## src/hw/isaPkg.sv

```systemverilog
package isaPkg;

    typedef logic [31:0] wordT;
    typedef logic [4:0]  regIdxT;

    // Primary opcode, bits 31:26
    typedef enum logic [5:0] {
        OpSpecial = 6'h00,
        OpJ       = 6'h02,
        OpBeq     = 6'h04,
        OpBne     = 6'h05,
        OpAddiu   = 6'h09,
        OpOri     = 6'h0d,
        OpLui     = 6'h0f,
        OpLw      = 6'h23,
        OpSw      = 6'h2b
    } opcodeE;

    // SPECIAL function field, bits 5:0
    typedef enum logic [5:0] {
        FnAddu = 6'h21,
        FnSubu = 6'h23,
        FnAnd  = 6'h24,
        FnOr   = 6'h25,
        FnXor  = 6'h26,
        FnSlt  = 6'h2a
    } functE;

    ////////////////////
    // Instruction field layouts
    ////////////////////
    typedef struct packed {
        logic [5:0] opcode;
        regIdxT     rs;
        regIdxT     rt;
        regIdxT     rd;
        logic [4:0] shamt;
        logic [5:0] funct;
    } rTypeT;

    typedef struct packed {
        logic [5:0]  opcode;
        regIdxT      rs;
        regIdxT      rt;
        logic [15:0] imm;
    } iTypeT;

    typedef struct packed {
        logic [5:0]  opcode;
        logic [25:0] target;
    } jTypeT;

    // SLL r0 by zero, decodes to nothing
    localparam wordT NopWord = 32'h0000_0000;

endpackage

```

## src/hw/pipePkg.sv

```systemverilog
package pipePkg;

    // ALU function selected in decode
    typedef enum logic [2:0] {
        AluAdd = 3'd0,
        AluSub = 3'd1,
        AluAnd = 3'd2,
        AluOr  = 3'd3,
        AluXor = 3'd4,
        AluSlt = 3'd5,
        AluLui = 3'd6
    } aluOpE;

    // Where an EX operand comes from
    typedef enum logic [1:0] {
        FwdReg = 2'd0,
        FwdMem = 2'd1,
        FwdWb  = 2'd2
    } fwdSelE;

    // Control-transfer kind, resolved in EX
    typedef enum logic [1:0] {
        BrNone = 2'd0,
        BrEq   = 2'd1,
        BrNe   = 2'd2,
        BrJump = 2'd3
    } branchE;

endpackage

```

## src/hw/fetchUnit.sv

```systemverilog
`timescale 1ns/100ps

module fetchUnit #(
    parameter isaPkg::wordT resetPc = 32'h0000_0000
) (
    input  logic         clk,
    input  logic         rstN,
    input  logic         stall,
    input  logic         branchTaken,
    input  isaPkg::wordT branchTarget,
    input  isaPkg::wordT instData,
    output isaPkg::wordT instAddr,
    output isaPkg::wordT idPc,
    output isaPkg::wordT idInst
);

    isaPkg::wordT pc;
    isaPkg::wordT nextPc;

    assign instAddr = pc;

    // Redirect from EX wins over sequential fetch
    assign nextPc = branchTaken ? branchTarget : pc + 32'd4;

    always_ff @(posedge clk or negedge rstN) begin
        if (!rstN) begin
            pc     <= resetPc;
            idPc   <= resetPc;
            idInst <= isaPkg::NopWord;
        end else begin
            if (branchTaken || !stall) begin
                pc <= nextPc;
            end
            // Squash the wrong-path fetch
            if (branchTaken) begin
                idInst <= isaPkg::NopWord;
            end else if (!stall) begin
                idPc   <= pc;
                idInst <= instData;
            end
        end
    end

endmodule

```

## src/hw/decodeUnit.sv

```systemverilog
`timescale 1ns/100ps

module decodeUnit (
    input  logic            clk,
    input  logic            rstN,
    input  logic            stall,
    input  logic            flush,
    input  isaPkg::wordT    idPc,
    input  isaPkg::wordT    idInst,
    output isaPkg::regIdxT  rsIdx,
    output isaPkg::regIdxT  rtIdx,
    input  isaPkg::wordT    rsData,
    input  isaPkg::wordT    rtData,
    output isaPkg::wordT    exPc,
    output isaPkg::regIdxT  exRs,
    output isaPkg::regIdxT  exRt,
    output isaPkg::regIdxT  exDest,
    output isaPkg::wordT    exA,
    output isaPkg::wordT    exB,
    output isaPkg::wordT    exImm,
    output pipePkg::aluOpE  exAluOp,
    output logic            exUseImm,
    output pipePkg::branchE exBranch,
    output logic            exMemRe,
    output logic            exMemWe,
    output logic            exRegWe
);

    isaPkg::rTypeT   rInst;
    isaPkg::iTypeT   iInst;
    isaPkg::jTypeT   jInst;
    isaPkg::opcodeE  opcode;
    isaPkg::functE   funct;
    isaPkg::wordT    pcPlus4;
    isaPkg::regIdxT  dest;
    isaPkg::wordT    imm;
    pipePkg::aluOpE  aluOp;
    logic            useImm;
    pipePkg::branchE branch;
    logic            memRe;
    logic            memWe;
    logic            regWe;
    logic            bubble;

    assign rInst   = idInst;
    assign iInst   = idInst;
    assign jInst   = idInst;
    assign opcode  = isaPkg::opcodeE'(rInst.opcode);
    assign funct   = isaPkg::functE'(rInst.funct);
    assign pcPlus4 = idPc + 32'd4;
    assign rsIdx   = rInst.rs;
    assign rtIdx   = rInst.rt;
    assign bubble  = stall || flush;

    ////////////////////
    // Decode
    ////////////////////
    always_comb begin
        dest   = iInst.rt;
        imm    = {{16{iInst.imm[15]}}, iInst.imm};
        aluOp  = pipePkg::AluAdd;
        useImm = 1'b1;
        branch = pipePkg::BrNone;
        memRe  = 1'b0;
        memWe  = 1'b0;
        regWe  = 1'b0;
        case (opcode)
            isaPkg::OpSpecial: begin
                dest   = rInst.rd;
                useImm = 1'b0;
                regWe  = 1'b1;
                case (funct)
                    isaPkg::FnAddu: aluOp = pipePkg::AluAdd;
                    isaPkg::FnSubu: aluOp = pipePkg::AluSub;
                    isaPkg::FnAnd:  aluOp = pipePkg::AluAnd;
                    isaPkg::FnOr:   aluOp = pipePkg::AluOr;
                    isaPkg::FnXor:  aluOp = pipePkg::AluXor;
                    isaPkg::FnSlt:  aluOp = pipePkg::AluSlt;
                    // Unsupported function, NOP included
                    default:        regWe = 1'b0;
                endcase
            end
            isaPkg::OpAddiu: regWe = 1'b1;
            isaPkg::OpOri: begin
                aluOp = pipePkg::AluOr;
                imm   = {16'h0000, iInst.imm};
                regWe = 1'b1;
            end
            isaPkg::OpLui: begin
                aluOp = pipePkg::AluLui;
                regWe = 1'b1;
            end
            isaPkg::OpLw: begin
                memRe = 1'b1;
                regWe = 1'b1;
            end
            isaPkg::OpSw:  memWe = 1'b1;
            isaPkg::OpBeq: branch = pipePkg::BrEq;
            isaPkg::OpBne: branch = pipePkg::BrNe;
            isaPkg::OpJ: begin
                branch = pipePkg::BrJump;
                // Absolute target rides in the immediate slot
                imm    = {pcPlus4[31:28], jInst.target, 2'b00};
            end
            default: ;
        endcase
    end

    ////////////////////
    // ID/EX register
    ////////////////////
    always_ff @(posedge clk or negedge rstN) begin
        if (!rstN) begin
            exBranch <= pipePkg::BrNone;
            exMemRe  <= 1'b0;
            exMemWe  <= 1'b0;
            exRegWe  <= 1'b0;
        end else begin
            exBranch <= bubble ? pipePkg::BrNone : branch;
            exMemRe  <= memRe && !bubble;
            exMemWe  <= memWe && !bubble;
            exRegWe  <= regWe && !bubble;
        end
    end

    always_ff @(posedge clk) begin
        exPc     <= idPc;
        exRs     <= rsIdx;
        exRt     <= rtIdx;
        exDest   <= dest;
        exA      <= rsData;
        exB      <= rtData;
        exImm    <= imm;
        exAluOp  <= aluOp;
        exUseImm <= useImm;
    end

endmodule

```

## src/hw/regFile.sv

```systemverilog
`timescale 1ns/100ps

module regFile (
    input  logic           clk,
    input  logic           rstN,
    input  isaPkg::regIdxT rsIdx,
    input  isaPkg::regIdxT rtIdx,
    output isaPkg::wordT   rsData,
    output isaPkg::wordT   rtData,
    input  logic           wbWe,
    input  isaPkg::regIdxT wbDest,
    input  isaPkg::wordT   wbData
);

    isaPkg::wordT regs [32];

    // R0 is hardwired, a same-cycle WB write bypasses the array
    function automatic isaPkg::wordT readPort(
        input isaPkg::regIdxT idx,
        input logic           we,
        input isaPkg::regIdxT wIdx,
        input isaPkg::wordT   wData,
        input isaPkg::wordT   stored
    );
        if (idx == 5'd0) begin
            return 32'h0000_0000;
        end else if (we && wIdx == idx) begin
            return wData;
        end
        return stored;
    endfunction

    assign rsData = readPort(rsIdx, wbWe, wbDest, wbData, regs[rsIdx]);
    assign rtData = readPort(rtIdx, wbWe, wbDest, wbData, regs[rtIdx]);

    always_ff @(posedge clk or negedge rstN) begin
        if (!rstN) begin
            for (int i = 0; i < 32; i++) begin
                regs[i] <= 32'h0000_0000;
            end
        end else if (wbWe && wbDest != 5'd0) begin
            regs[wbDest] <= wbData;
        end
    end

endmodule

```

## src/hw/hazardUnit.sv

```systemverilog
`timescale 1ns/100ps

module hazardUnit (
    input  isaPkg::regIdxT  rsIdx,
    input  isaPkg::regIdxT  rtIdx,
    input  isaPkg::regIdxT  exRs,
    input  isaPkg::regIdxT  exRt,
    input  isaPkg::regIdxT  exDest,
    input  logic            exMemRe,
    input  isaPkg::regIdxT  memDest,
    input  logic            memRegWe,
    input  isaPkg::regIdxT  wbDest,
    input  logic            wbWe,
    output logic            stall,
    output pipePkg::fwdSelE fwdA,
    output pipePkg::fwdSelE fwdB
);

    // Youngest producer wins, so MEM is checked before WB
    function automatic pipePkg::fwdSelE pickSource(
        input isaPkg::regIdxT src,
        input isaPkg::regIdxT mDest,
        input logic           mWe,
        input isaPkg::regIdxT wDest,
        input logic           wWe
    );
        if (src == 5'd0) begin
            return pipePkg::FwdReg;
        end else if (mWe && mDest == src) begin
            return pipePkg::FwdMem;
        end else if (wWe && wDest == src) begin
            return pipePkg::FwdWb;
        end
        return pipePkg::FwdReg;
    endfunction

    assign fwdA = pickSource(exRs, memDest, memRegWe, wbDest, wbWe);
    assign fwdB = pickSource(exRt, memDest, memRegWe, wbDest, wbWe);

    // Load data is not ready until WB, hold ID one cycle
    assign stall = exMemRe && exDest != 5'd0 && (exDest == rsIdx || exDest == rtIdx);

endmodule

```

## src/hw/executeUnit.sv

```systemverilog
`timescale 1ns/100ps

module executeUnit (
    input  logic            clk,
    input  logic            rstN,
    input  isaPkg::wordT    exPc,
    input  isaPkg::regIdxT  exDest,
    input  isaPkg::wordT    exA,
    input  isaPkg::wordT    exB,
    input  isaPkg::wordT    exImm,
    input  pipePkg::aluOpE  exAluOp,
    input  logic            exUseImm,
    input  pipePkg::branchE exBranch,
    input  logic            exMemRe,
    input  logic            exMemWe,
    input  logic            exRegWe,
    input  pipePkg::fwdSelE fwdA,
    input  pipePkg::fwdSelE fwdB,
    output isaPkg::wordT    memResult,
    input  isaPkg::wordT    wbData,
    output logic            branchTaken,
    output isaPkg::wordT    branchTarget,
    output isaPkg::regIdxT  memDest,
    output logic            memRegWe,
    output isaPkg::wordT    memWData,
    output logic            memRe,
    output logic            memWe
);

    isaPkg::wordT opA;
    isaPkg::wordT opB;
    isaPkg::wordT aluB;
    isaPkg::wordT aluOut;

    ////////////////////
    // Operand forwarding
    ////////////////////
    function automatic isaPkg::wordT fwdMux(
        input pipePkg::fwdSelE sel,
        input isaPkg::wordT    regVal,
        input isaPkg::wordT    memVal,
        input isaPkg::wordT    wbVal
    );
        case (sel)
            pipePkg::FwdMem: return memVal;
            pipePkg::FwdWb:  return wbVal;
            default:         return regVal;
        endcase
    endfunction

    assign opA  = fwdMux(fwdA, exA, memResult, wbData);
    assign opB  = fwdMux(fwdB, exB, memResult, wbData);
    assign aluB = exUseImm ? exImm : opB;

    ////////////////////
    // ALU
    ////////////////////
    always_comb begin
        case (exAluOp)
            pipePkg::AluAdd: aluOut = opA + aluB;
            pipePkg::AluSub: aluOut = opA - aluB;
            pipePkg::AluAnd: aluOut = opA & aluB;
            pipePkg::AluOr:  aluOut = opA | aluB;
            pipePkg::AluXor: aluOut = opA ^ aluB;
            pipePkg::AluSlt: aluOut = {31'd0, $signed(opA) < $signed(aluB)};
            pipePkg::AluLui: aluOut = {aluB[15:0], 16'h0000};
            default:         aluOut = opA + aluB;
        endcase
    end

    // Branch decision on forwarded operands
    always_comb begin
        case (exBranch)
            pipePkg::BrEq:   branchTaken = opA == opB;
            pipePkg::BrNe:   branchTaken = opA != opB;
            pipePkg::BrJump: branchTaken = 1'b1;
            default:         branchTaken = 1'b0;
        endcase
    end

    assign branchTarget = (exBranch == pipePkg::BrJump) ? exImm
                        : exPc + 32'd4 + {exImm[29:0], 2'b00};

    ////////////////////
    // EX/MEM register
    ////////////////////
    always_ff @(posedge clk or negedge rstN) begin
        if (!rstN) begin
            memRegWe <= 1'b0;
            memRe    <= 1'b0;
            memWe    <= 1'b0;
        end else begin
            memRegWe <= exRegWe;
            memRe    <= exMemRe;
            memWe    <= exMemWe;
        end
    end

    always_ff @(posedge clk) begin
        memResult <= aluOut;
        memDest   <= exDest;
        memWData  <= opB;
    end

endmodule

```

## src/hw/memWriteback.sv

```systemverilog
`timescale 1ns/100ps

module memWriteback (
    input  logic           clk,
    input  logic           rstN,
    input  isaPkg::wordT   memResult,
    input  isaPkg::regIdxT memDest,
    input  logic           memRegWe,
    input  logic           memRe,
    input  isaPkg::wordT   memRData,
    output logic           wbWe,
    output isaPkg::regIdxT wbDest,
    output isaPkg::wordT   wbData
);

    logic         wbIsLoad;
    isaPkg::wordT wbResult;
    isaPkg::wordT wbLoad;

    // MEM/WB control
    always_ff @(posedge clk or negedge rstN) begin
        if (!rstN) begin
            wbWe     <= 1'b0;
            wbIsLoad <= 1'b0;
        end else begin
            wbWe     <= memRegWe;
            wbIsLoad <= memRe;
        end
    end

    always_ff @(posedge clk) begin
        wbDest   <= memDest;
        wbResult <= memResult;
        wbLoad   <= memRData;
    end

    // Loads return memory data, everything else the ALU result
    assign wbData = wbIsLoad ? wbLoad : wbResult;

endmodule

```

## src/hw/mipsCore.sv

```systemverilog
`timescale 1ns/100ps

module mipsCore #(
    parameter isaPkg::wordT resetPc = 32'h0000_0000
) (
    input  logic         clk,
    input  logic         rstN,
    output isaPkg::wordT instAddr,
    input  isaPkg::wordT instData,
    output isaPkg::wordT memAddr,
    output isaPkg::wordT memWData,
    input  isaPkg::wordT memRData,
    output logic         memRe,
    output logic         memWe
);

    ////////////////////
    // IF/ID and ID side
    ////////////////////
    isaPkg::wordT    idPc;
    isaPkg::wordT    idInst;
    isaPkg::regIdxT  rsIdx;
    isaPkg::regIdxT  rtIdx;
    isaPkg::wordT    rsData;
    isaPkg::wordT    rtData;

    ////////////////////
    // ID/EX
    ////////////////////
    isaPkg::wordT    exPc;
    isaPkg::regIdxT  exRs;
    isaPkg::regIdxT  exRt;
    isaPkg::regIdxT  exDest;
    isaPkg::wordT    exA;
    isaPkg::wordT    exB;
    isaPkg::wordT    exImm;
    pipePkg::aluOpE  exAluOp;
    logic            exUseImm;
    pipePkg::branchE exBranch;
    logic            exMemRe;
    logic            exMemWe;
    logic            exRegWe;

    // Hazard and redirect
    logic            stall;
    pipePkg::fwdSelE fwdA;
    pipePkg::fwdSelE fwdB;
    logic            branchTaken;
    isaPkg::wordT    branchTarget;

    // EX/MEM and MEM/WB
    isaPkg::regIdxT  memDest;
    logic            memRegWe;
    logic            wbWe;
    isaPkg::regIdxT  wbDest;
    isaPkg::wordT    wbData;

    fetchUnit #(
        .resetPc(resetPc)
    ) u_fetchUnit (
        .clk(clk),
        .rstN(rstN),
        .stall(stall),
        .branchTaken(branchTaken),
        .branchTarget(branchTarget),
        .instData(instData),
        .instAddr(instAddr),
        .idPc(idPc),
        .idInst(idInst)
    );

    decodeUnit u_decodeUnit (
        .clk(clk),
        .rstN(rstN),
        .stall(stall),
        .flush(branchTaken),
        .idPc(idPc),
        .idInst(idInst),
        .rsIdx(rsIdx),
        .rtIdx(rtIdx),
        .rsData(rsData),
        .rtData(rtData),
        .exPc(exPc),
        .exRs(exRs),
        .exRt(exRt),
        .exDest(exDest),
        .exA(exA),
        .exB(exB),
        .exImm(exImm),
        .exAluOp(exAluOp),
        .exUseImm(exUseImm),
        .exBranch(exBranch),
        .exMemRe(exMemRe),
        .exMemWe(exMemWe),
        .exRegWe(exRegWe)
    );

    regFile u_regFile (
        .clk(clk),
        .rstN(rstN),
        .rsIdx(rsIdx),
        .rtIdx(rtIdx),
        .rsData(rsData),
        .rtData(rtData),
        .wbWe(wbWe),
        .wbDest(wbDest),
        .wbData(wbData)
    );

    hazardUnit u_hazardUnit (
        .rsIdx(rsIdx),
        .rtIdx(rtIdx),
        .exRs(exRs),
        .exRt(exRt),
        .exDest(exDest),
        .exMemRe(exMemRe),
        .memDest(memDest),
        .memRegWe(memRegWe),
        .wbDest(wbDest),
        .wbWe(wbWe),
        .stall(stall),
        .fwdA(fwdA),
        .fwdB(fwdB)
    );

    // ALU result held in EX/MEM is also the data address
    executeUnit u_executeUnit (
        .clk(clk),
        .rstN(rstN),
        .exPc(exPc),
        .exDest(exDest),
        .exA(exA),
        .exB(exB),
        .exImm(exImm),
        .exAluOp(exAluOp),
        .exUseImm(exUseImm),
        .exBranch(exBranch),
        .exMemRe(exMemRe),
        .exMemWe(exMemWe),
        .exRegWe(exRegWe),
        .fwdA(fwdA),
        .fwdB(fwdB),
        .memResult(memAddr),
        .wbData(wbData),
        .branchTaken(branchTaken),
        .branchTarget(branchTarget),
        .memDest(memDest),
        .memRegWe(memRegWe),
        .memWData(memWData),
        .memRe(memRe),
        .memWe(memWe)
    );

    memWriteback u_memWriteback (
        .clk(clk),
        .rstN(rstN),
        .memResult(memAddr),
        .memDest(memDest),
        .memRegWe(memRegWe),
        .memRe(memRe),
        .memRData(memRData),
        .wbWe(wbWe),
        .wbDest(wbDest),
        .wbData(wbData)
    );

endmodule

```

## config.mk

```make
export PLATFORM = sky130hd
export DESIGN_NAME = mipsCore
export DESIGN_NICKNAME = d
export VERILOG_FILES = /design/src/hw/isaPkg.sv /design/src/hw/pipePkg.sv /design/src/hw/fetchUnit.sv /design/src/hw/decodeUnit.sv /design/src/hw/regFile.sv /design/src/hw/hazardUnit.sv /design/src/hw/executeUnit.sv /design/src/hw/memWriteback.sv /design/src/hw/mipsCore.sv
export SDC_FILE = /design/constraint.sdc
export NUM_CORES = 2
export LEC_CHECK = 0
export BUFFER_PORTS_ARGS = -buffer_cell sky130_fd_sc_hd__buf_4
export CAP_MARGIN = 40
export CELL_PAD_IN_SITES_DETAIL_PLACEMENT = 1
export CELL_PAD_IN_SITES_GLOBAL_PLACEMENT = 1
export CORE_MARGIN = 4
export CORE_UTILIZATION = 30
export DETAILED_ROUTE_END_ITERATION = 12
export PLACE_DENSITY = 0.51
export SYNTH_ARGS = -nofsm -noshare
export SYNTH_HDL_FRONTEND = slang
export SYNTH_SLANG_ARGS = --single-unit
```

## constraint.sdc

```tcl
create_clock -name clk -period 6.8 [get_ports clk]
set_input_delay 0 -clock clk [delete_from_list [all_inputs] [get_ports clk]]
set_output_delay 0 -clock clk [all_outputs]
set_load 0.005 [all_outputs]
```

Yosys cells after proc, flatten, opt, wreduce, memory -nomap -nowiden --
Cells that the tools add are included.
Operators by class: add/sub/neg operators 6, order comparisons 5, equality and inequality tests 38, muxes and demuxes 54, bitwise operators 8, reductions and logical operators 28
Operators with widths (count):
- bitwise mux 1024 bit | 1
- 2-to-1 mux 32 bit | 17
- binary-select mux 32 bit (select 5 bit) | 2
- case mux 32 bit (2 select lines) | 3
- case mux 32 bit (6 select lines) | 1
- demux 32 bit (select 5 bit) | 1
- adder 32 x 3 -> 32 bit, second input constant | 3
- adder 32 bit | 2
- == test 6 bit, second input constant | 8
- == test 5 bit | 8
- AND 32 bit | 1
- == test 32 bit | 1
- less-than comparator 32 bit | 1
- inequality test 32 bit | 1
- OR 32 bit | 1
- subtractor 32 bit | 1
- bitwise XOR 32 bit | 1
- zero test 5 bit | 4
- == test 6 x 4 -> 1 bit, second input constant | 3
- greater-or-equal comparator 6 bit, second input constant | 3
- 2-to-1 mux 2 bit | 9
- NOT 5 -> 6 bit | 3
- case mux 3 bit (5 select lines) | 1
- 2-to-1 mux 1 bit | 14
- other kinds (23) | 49
Storage, ports and cells: bits in registers 1415, input bits 66, output and inout port bits 98, word-level logic and storage cells 198

Logic depth before layout (Yosys ltp) --
depth in word-level cells 13, mapped depth 24

Cells and area by module --
From an unflattened synthesis, not the netlist that was laid out.
Unflattened totals: cells, all modules 6069, area, all modules 76510.9 µm²
By module, submodules not included:
- regFile | times used 1, cells an instance 3658, area each 54926.4 µm², sequential area each 25624.6 µm²
- executeUnit | times used 1, cells an instance 1590, area each 10936.7 µm², sequential area each 1456.4 µm²
- fetchUnit | times used 1, cells an instance 372, area each 4264.1 µm², sequential area each 2402.3 µm²
- decodeUnit | times used 1, cells an instance 289, area each 3995.1 µm², sequential area each 3067.9 µm²
- memWriteback | times used 1, cells an instance 107, area each 1975.6 µm², sequential area each 1431.4 µm²
- hazardUnit | times used 1, cells an instance 53, area each 412.9 µm², sequential area each 0.0 µm²

Worst setup path before layout --
No wires, ideal clock.
path kind register to register, from register u_decodeUnit.exRs[1], to register u_executeUnit.memResult[30], library setup time 0.137 ns, data arrival time 4.805 ns, data required time 6.663 ns, slack 1.858 ns, stages on the path, launching flop included 22, path buffers 2, cells stage by stage dfxtp_1 > or4_1 > nor2_2 > and3b_1 > buf_2 > buf_2 > a32o_1 > or2_2 > ha_1 > inv_1 > ha_1 > o21a_1 > o21ai_0 > a21oi_1 > o21bai_1 > a211oi_1 > o2111ai_1 > a21oi_1 > a2111oi_0 > a21oi_1 > a2111oi_0 > a2111oi_0
Between the ends: cells in the longest elaborated chain, start to end 10, elaborated cells on any way between the ends 20
RTL lines:
- start, declared | line decodeUnit.sv:15 | output isaPkg::regIdxT exRs,
- start signal, assigned | line decodeUnit.sv:128 | exRs <= rsIdx;
- == test 5 bit | line hazardUnit.sv:31 | end else if (wWe && wDest == src) begin
- logical AND 1 bit | line hazardUnit.sv:31
- 2-to-1 mux 1 bit | line hazardUnit.sv:31
- 2-to-1 mux 1 bit | line hazardUnit.sv:29 | end else if (mWe && mDest == src) begin
- 2-to-1 mux 1 bit | line hazardUnit.sv:27 | if (src == 5'd0) begin
- 2-to-1 mux 2 bit * | line hazardUnit.sv:34 | return pipePkg::FwdReg;
- == test 2 bit or == test 2 x 1 -> 1 bit (tied branches) | line executeUnit.sv:44 | case (sel)
- case mux 32 bit (2 select lines) * | line executeUnit.sv:44
- adder 32 bit, or another cell as far along | line executeUnit.sv:60, executeUnit.sv:67
- case mux 32 bit (6 select lines) * | line executeUnit.sv:59 | case (exAluOp)
- net u_executeUnit.aluOut[30] | line executeUnit.sv:33 | isaPkg::wordT aluOut;
- end signal, assigned | line executeUnit.sv:100 | memResult <= aluOut;
- end, declared | line executeUnit.sv:19 | output isaPkg::wordT memResult,
Mark *: on every way through the listed nets, which the timed path passes. The rest lies on a longest branch. A chain may end at the register's enable or synchronous reset.

Worst setup path in the final report --
from register u_memWriteback.wbDest[2], to register u_executeUnit.memResult[0]
Between the ends: cells in the longest elaborated chain, start to end 11, elaborated cells on any way between the ends 26
RTL lines:
- start, declared | line memWriteback.sv:12 | output isaPkg::regIdxT wbDest,
- start signal, assigned | line memWriteback.sv:32 | wbDest <= memDest;
- == test 5 bit * | line hazardUnit.sv:31
- logical AND 1 bit * | line hazardUnit.sv:31
- 2-to-1 mux 1 bit * | line hazardUnit.sv:31
- 2-to-1 mux 1 bit * | line hazardUnit.sv:29
- 2-to-1 mux 1 bit * | line hazardUnit.sv:27
- 2-to-1 mux 2 bit * | line hazardUnit.sv:34
- == test 2 bit or == test 2 x 1 -> 1 bit (tied branches) | line executeUnit.sv:44
- case mux 32 bit (2 select lines) * | line executeUnit.sv:44
- net u_executeUnit.opB[9] | line executeUnit.sv:31 | isaPkg::wordT opB;
- 2-to-1 mux 32 bit * | line executeUnit.sv:53 | assign aluB = exUseImm ? exImm : opB;
- less-than comparator 32 bit * | line executeUnit.sv:65 | pipePkg::AluSlt: aluOut = {31'd0, $signed(opA) < $signed(aluB)};
- case mux 32 bit (6 select lines) * | line executeUnit.sv:59
- net u_executeUnit.aluOut[0] | line executeUnit.sv:33
Marks and branches as above.

==> flow_metrics.py <==
metrics = {
    "status": {
        "status": "finished, final reports clean",
    },
    "die": {
        "num_rows": 182,
        "num_io_pins": 164,
        "die_h_um": 506,
        "core_area_mm2": 0.246,
        "fp.dieW_um": 506,
        "die-area_mm2": 0.256,
        "initial_core_util_pct": 30.2,
    },
    "routing": {
        "vias": 56762,
        "drc": 0,
        "dr.pass1.iters": 8,
        "wl_per_cell_um": 28.7,
        "vias_per_cell": 5.49,
        "detail-route-antenna-nets": 0,
        "routed_wl_um": 296000,
        "drtIter0Drc": 4295,
    },
    "critical_path": {
        "cp-end-kind": "flop",
        "crit_required_ns": 7.51,
        "worstPathArrival_ns": 6.85,
        "crit_slowest_cell": "dfxtp_1",
        "start_kind": "flop",
        "cp_cell_sequence": "xnor2_1 -> nand4_1 -> a211o_1 -> buf_4 -> o211ai_1 -> nand2_1 -> mux2_2 -> ha_1 -> inv_1 -> a21o_1 -> a21oi_1 -> nand2_1 -> o21ai_0 -> o31ai_1 -> buf_4 -> a211o_1 -> a311oi_1 -> or2_2 -> a21oi_1 -> o311ai_0",
        "max_stage_delay_ns": 0.69,
        "critPathKind": "flop to flop",
        "crit_fanout": 31,
    },
    "synthesis": {
        "synth_cell_types": 83,
        "syn_area_mm2": 0.0744,
        "syn_avg_cell_area_um2": 10.8,
        "synthCells": 6867,
        "async_reset_ff_share_pct": 79.9,
        "synthFlopType": "dfrtp_1",
        "ys_warn_count": 0,
        "netlist.area_leader.share_pct": 38.0,
        "synth_fp_nets": 7090,
        "ys_top_cells_by_area": "dfrtp_1 (38%), mux4_2 (17%), dfxtp_1 (7.7%)",
        "seq_area_frac_synth_pct": 45.7,
        "yosysTopAreaCell": "dfrtp_1",
        "synth-edff-count": 0,
        "synth_seq_cells": 1415,
    },
    "final_layout": {
        "syn2layout_area_growth_pct": 17.6,
        "largest-register": "u_regFile.regs",
        "drive_above_1_share_pct": 20.6,
        "fin_nets": 7102,
        "largest_register_ffs": 1024,
        "nFillCells": 26751,
        "instances_no_fill": 10332,
    },
    "power": {
        "leakage_nw": 37.2,
        "power_density_mw_per_mm2": 294,
        "ir_drop_mv": 0.228,
    },
    "global_route": {
        "grt-ovfl-total": 0,
        "grt_max_degree": 166,
        "grt_pass1_wl_um": 435000,
        "grt_pass1_vias": 59808,
        "grtUsageTotal_pct": 22.8,
        "antenna_found_initial": 28,
    },
    "timing": {
        "finalMaxSlewViolations": 0,
        "finalWorstSetupSlack_ns": 0.658,
        "rsz0062_at_grt": "no",
        "fmax_mhz": 163,
        "worstMarginPinSlew_ns": 0.990,
        "hold_viol": 0,
        "fin_setup_tns_ns": 0,
        "relSlewSlack_pct": 33.1,
        "min_period_ns": 6.14,
        "skew_ns": 0.0352,
        "setup_violations": 0,
        "period_share_pct": 90.3,
    },
    "clock_tree": {
        "clock_path_buffers": 3,
        "cts.sinks": 1415,
        "cts-root-buf": "clkbuf_16",
        "cts.htree.levels": 4,
        "cts_buffers": 166,
        "postCtsSetupRepairBufs": 0,
        "cts_tree": "built",
        "path_clk_slew_ns": 0.06,
        "clk_latency_ns": 0.83,
    },
    "placement": {
        "gp_congestion": 0.953,
        "dpl_worst_slack_ns": 0.822,
        "io_buffers": 163,
        "hpwl_um": 198000,
        "place_inst": 9892,
    },
    "run": {
        "max_cap_viol_count": 0,
    },
    "worst_hold_path": {
        "hp-class": "primary input to asynchronous set/reset pin",
    },
}
[synthesized netlist by cell type, drive strengths merged (23+ instances only)]
library cell,number
a211o,23
a211oi,57
a21o,34
a21oi,646
a22oi,58
a32o,33
a32oi,33
buf,114
clkbuf,524
dfrtp,1130
dfxtp,285
ha,156
inv,116
mux2,123
mux2i,204
mux4,576
nand2,663
nand2b,69
nand3,87
nor2,688
nor3,29
o211a,44
o211ai,76
o21ai,655
o21bai,23
o22ai,23
or2,36
xnor2,56
xor2,50
[placed cells by master (no fill, tap or decap), types with 34 or more instances in the layout]
cell	instances
dfxtp_1	283
mux4_2	576
o211a_1	44
inv_1	116
nand2b_1	69
buf_4	287
o211ai_1	76
clkbuf_8	34
ha_1	156
or2_2	36
a21o_1	34
xor2_1	50
clkbuf_1	42
dlygate4sd3_1	129
clkbuf_16	174
mux2_2	90
dfrtp_1	1119
a211oi_1	55
a22oi_1	58
o21ai_0	652
nand2_1	648
mux2i_1	172
nor2_1	665
xnor2_1	56
buf_16	42
a21oi_1	645
nand3_1	87
[metal layers]
metal / wire (µm) / part of all wire (%) / vias up / track usage, %
met3: 13700 / 4.6 / 353 / 2.96
met2: 137000 / 46 / 1424 / 36.4
met5: 271 / 0.092 / - / 0
li1: - / - / 25069 / -
met4: 8440 / 2.9 / 2 / 6.58
met1: 137000 / 46 / 29914 / 32.6
[where the power goes]
part | leakage [nW] | switching (mW) | internal [mW] | total, mW
logic | 16.8 | 3.33 | 2.61 | 5.94
clock network | 2.73 | 3.80 | 5.40 | 9.19
registers | 17.7 | 1.18 | 9.42 | 10.6
[worst max-delay path, delay by kind of cell, from the launching register on]
kind            cells  cell delay [ns]
compound gates     10             3.06
xor+xnor            1             0.18
fa+ha+maj           1             0.46
buf+inv             3             0.60
flops               1             0.69
mux                 1             0.34
simple gates        4             0.69
[cell families (layout without fill, tap and decap cells)]
family / Yosys count / after routing / synth area share [%]
AO/OA/AOI/OAI: 1817 / 1817 / 14.4
XOR/XNOR: 106 / 106 / 1.25
adder cells (fa/ha/maj): 157 / 157 / 2.65
buffers and inverters: 756 / 901 / 3.91
flip-flops: 1415 / 1415 / 45.7
multiplexers: 903 / 903 / 22.2
other: 0 / 8 / 0
AND/OR/NAND/NOR: 1713 / 1713 / 9.88
[stage by stage]
step / cell area, µm² / util [%] / hold WS, ns / power, mW
final: 87500 / 35.5 / 0.0596 / 25.7
after global routing: 87400 / 35.5 / 0.0487 / 27.0
after CTS: 87400 / 35.5 / 0.0188 / 26.0
after detailed placement: 80600 / 32.7 / 0.106 / 16.6
after global placement: 79400 / 32.2 / 0.106 / 16.3
after floorplan: 74400 / - / -0.296 / 13.8
[worst paths after layout]
path | startpoint | end | slack, ns | cells after the start
worst max-delay path | u_memWriteback.wbDest[2] | u_executeUnit.memResult[0] | 0.66 | 20
worst min-delay path | rstN | u_regFile.regs[91] | 0.06 | 3
worst max register to register | u_memWriteback.wbDest[2] | u_executeUnit.memResult[0] | 0.66 | 20
worst min register to register | u_decodeUnit.exMemWe | u_executeUnit.memWe | 0.34 | 0
max in group asynchronous | rstN | u_regFile.regs[239] | 5.40 | 4
min in group clk | u_decodeUnit.exMemWe | u_executeUnit.memWe | 0.34 | 0
[what timing repair did]
item	in CTS	in global routing
hold buffers	130	0
endpoints found under the hold margin	358	0
gates resized for setup	0	0
[layout make-up]
class                           instances  area (µm²)  share of cell area, %
Tap cell                             3312        4140                   4.74
Timing Repair Buffer                  482        5050                   5.77
Sequential cell                      1415       34000                   38.9
Antenna cell                            8        20.0                 0.0229
Multi-Input combinational cell       4696       38200                   43.7
Clock inverter                         51         572                  0.654
Inverter                              118         443                  0.506
Clock buffer                          250        4980                   5.69
No activity file was read; power rests on OpenSTA's default activity.
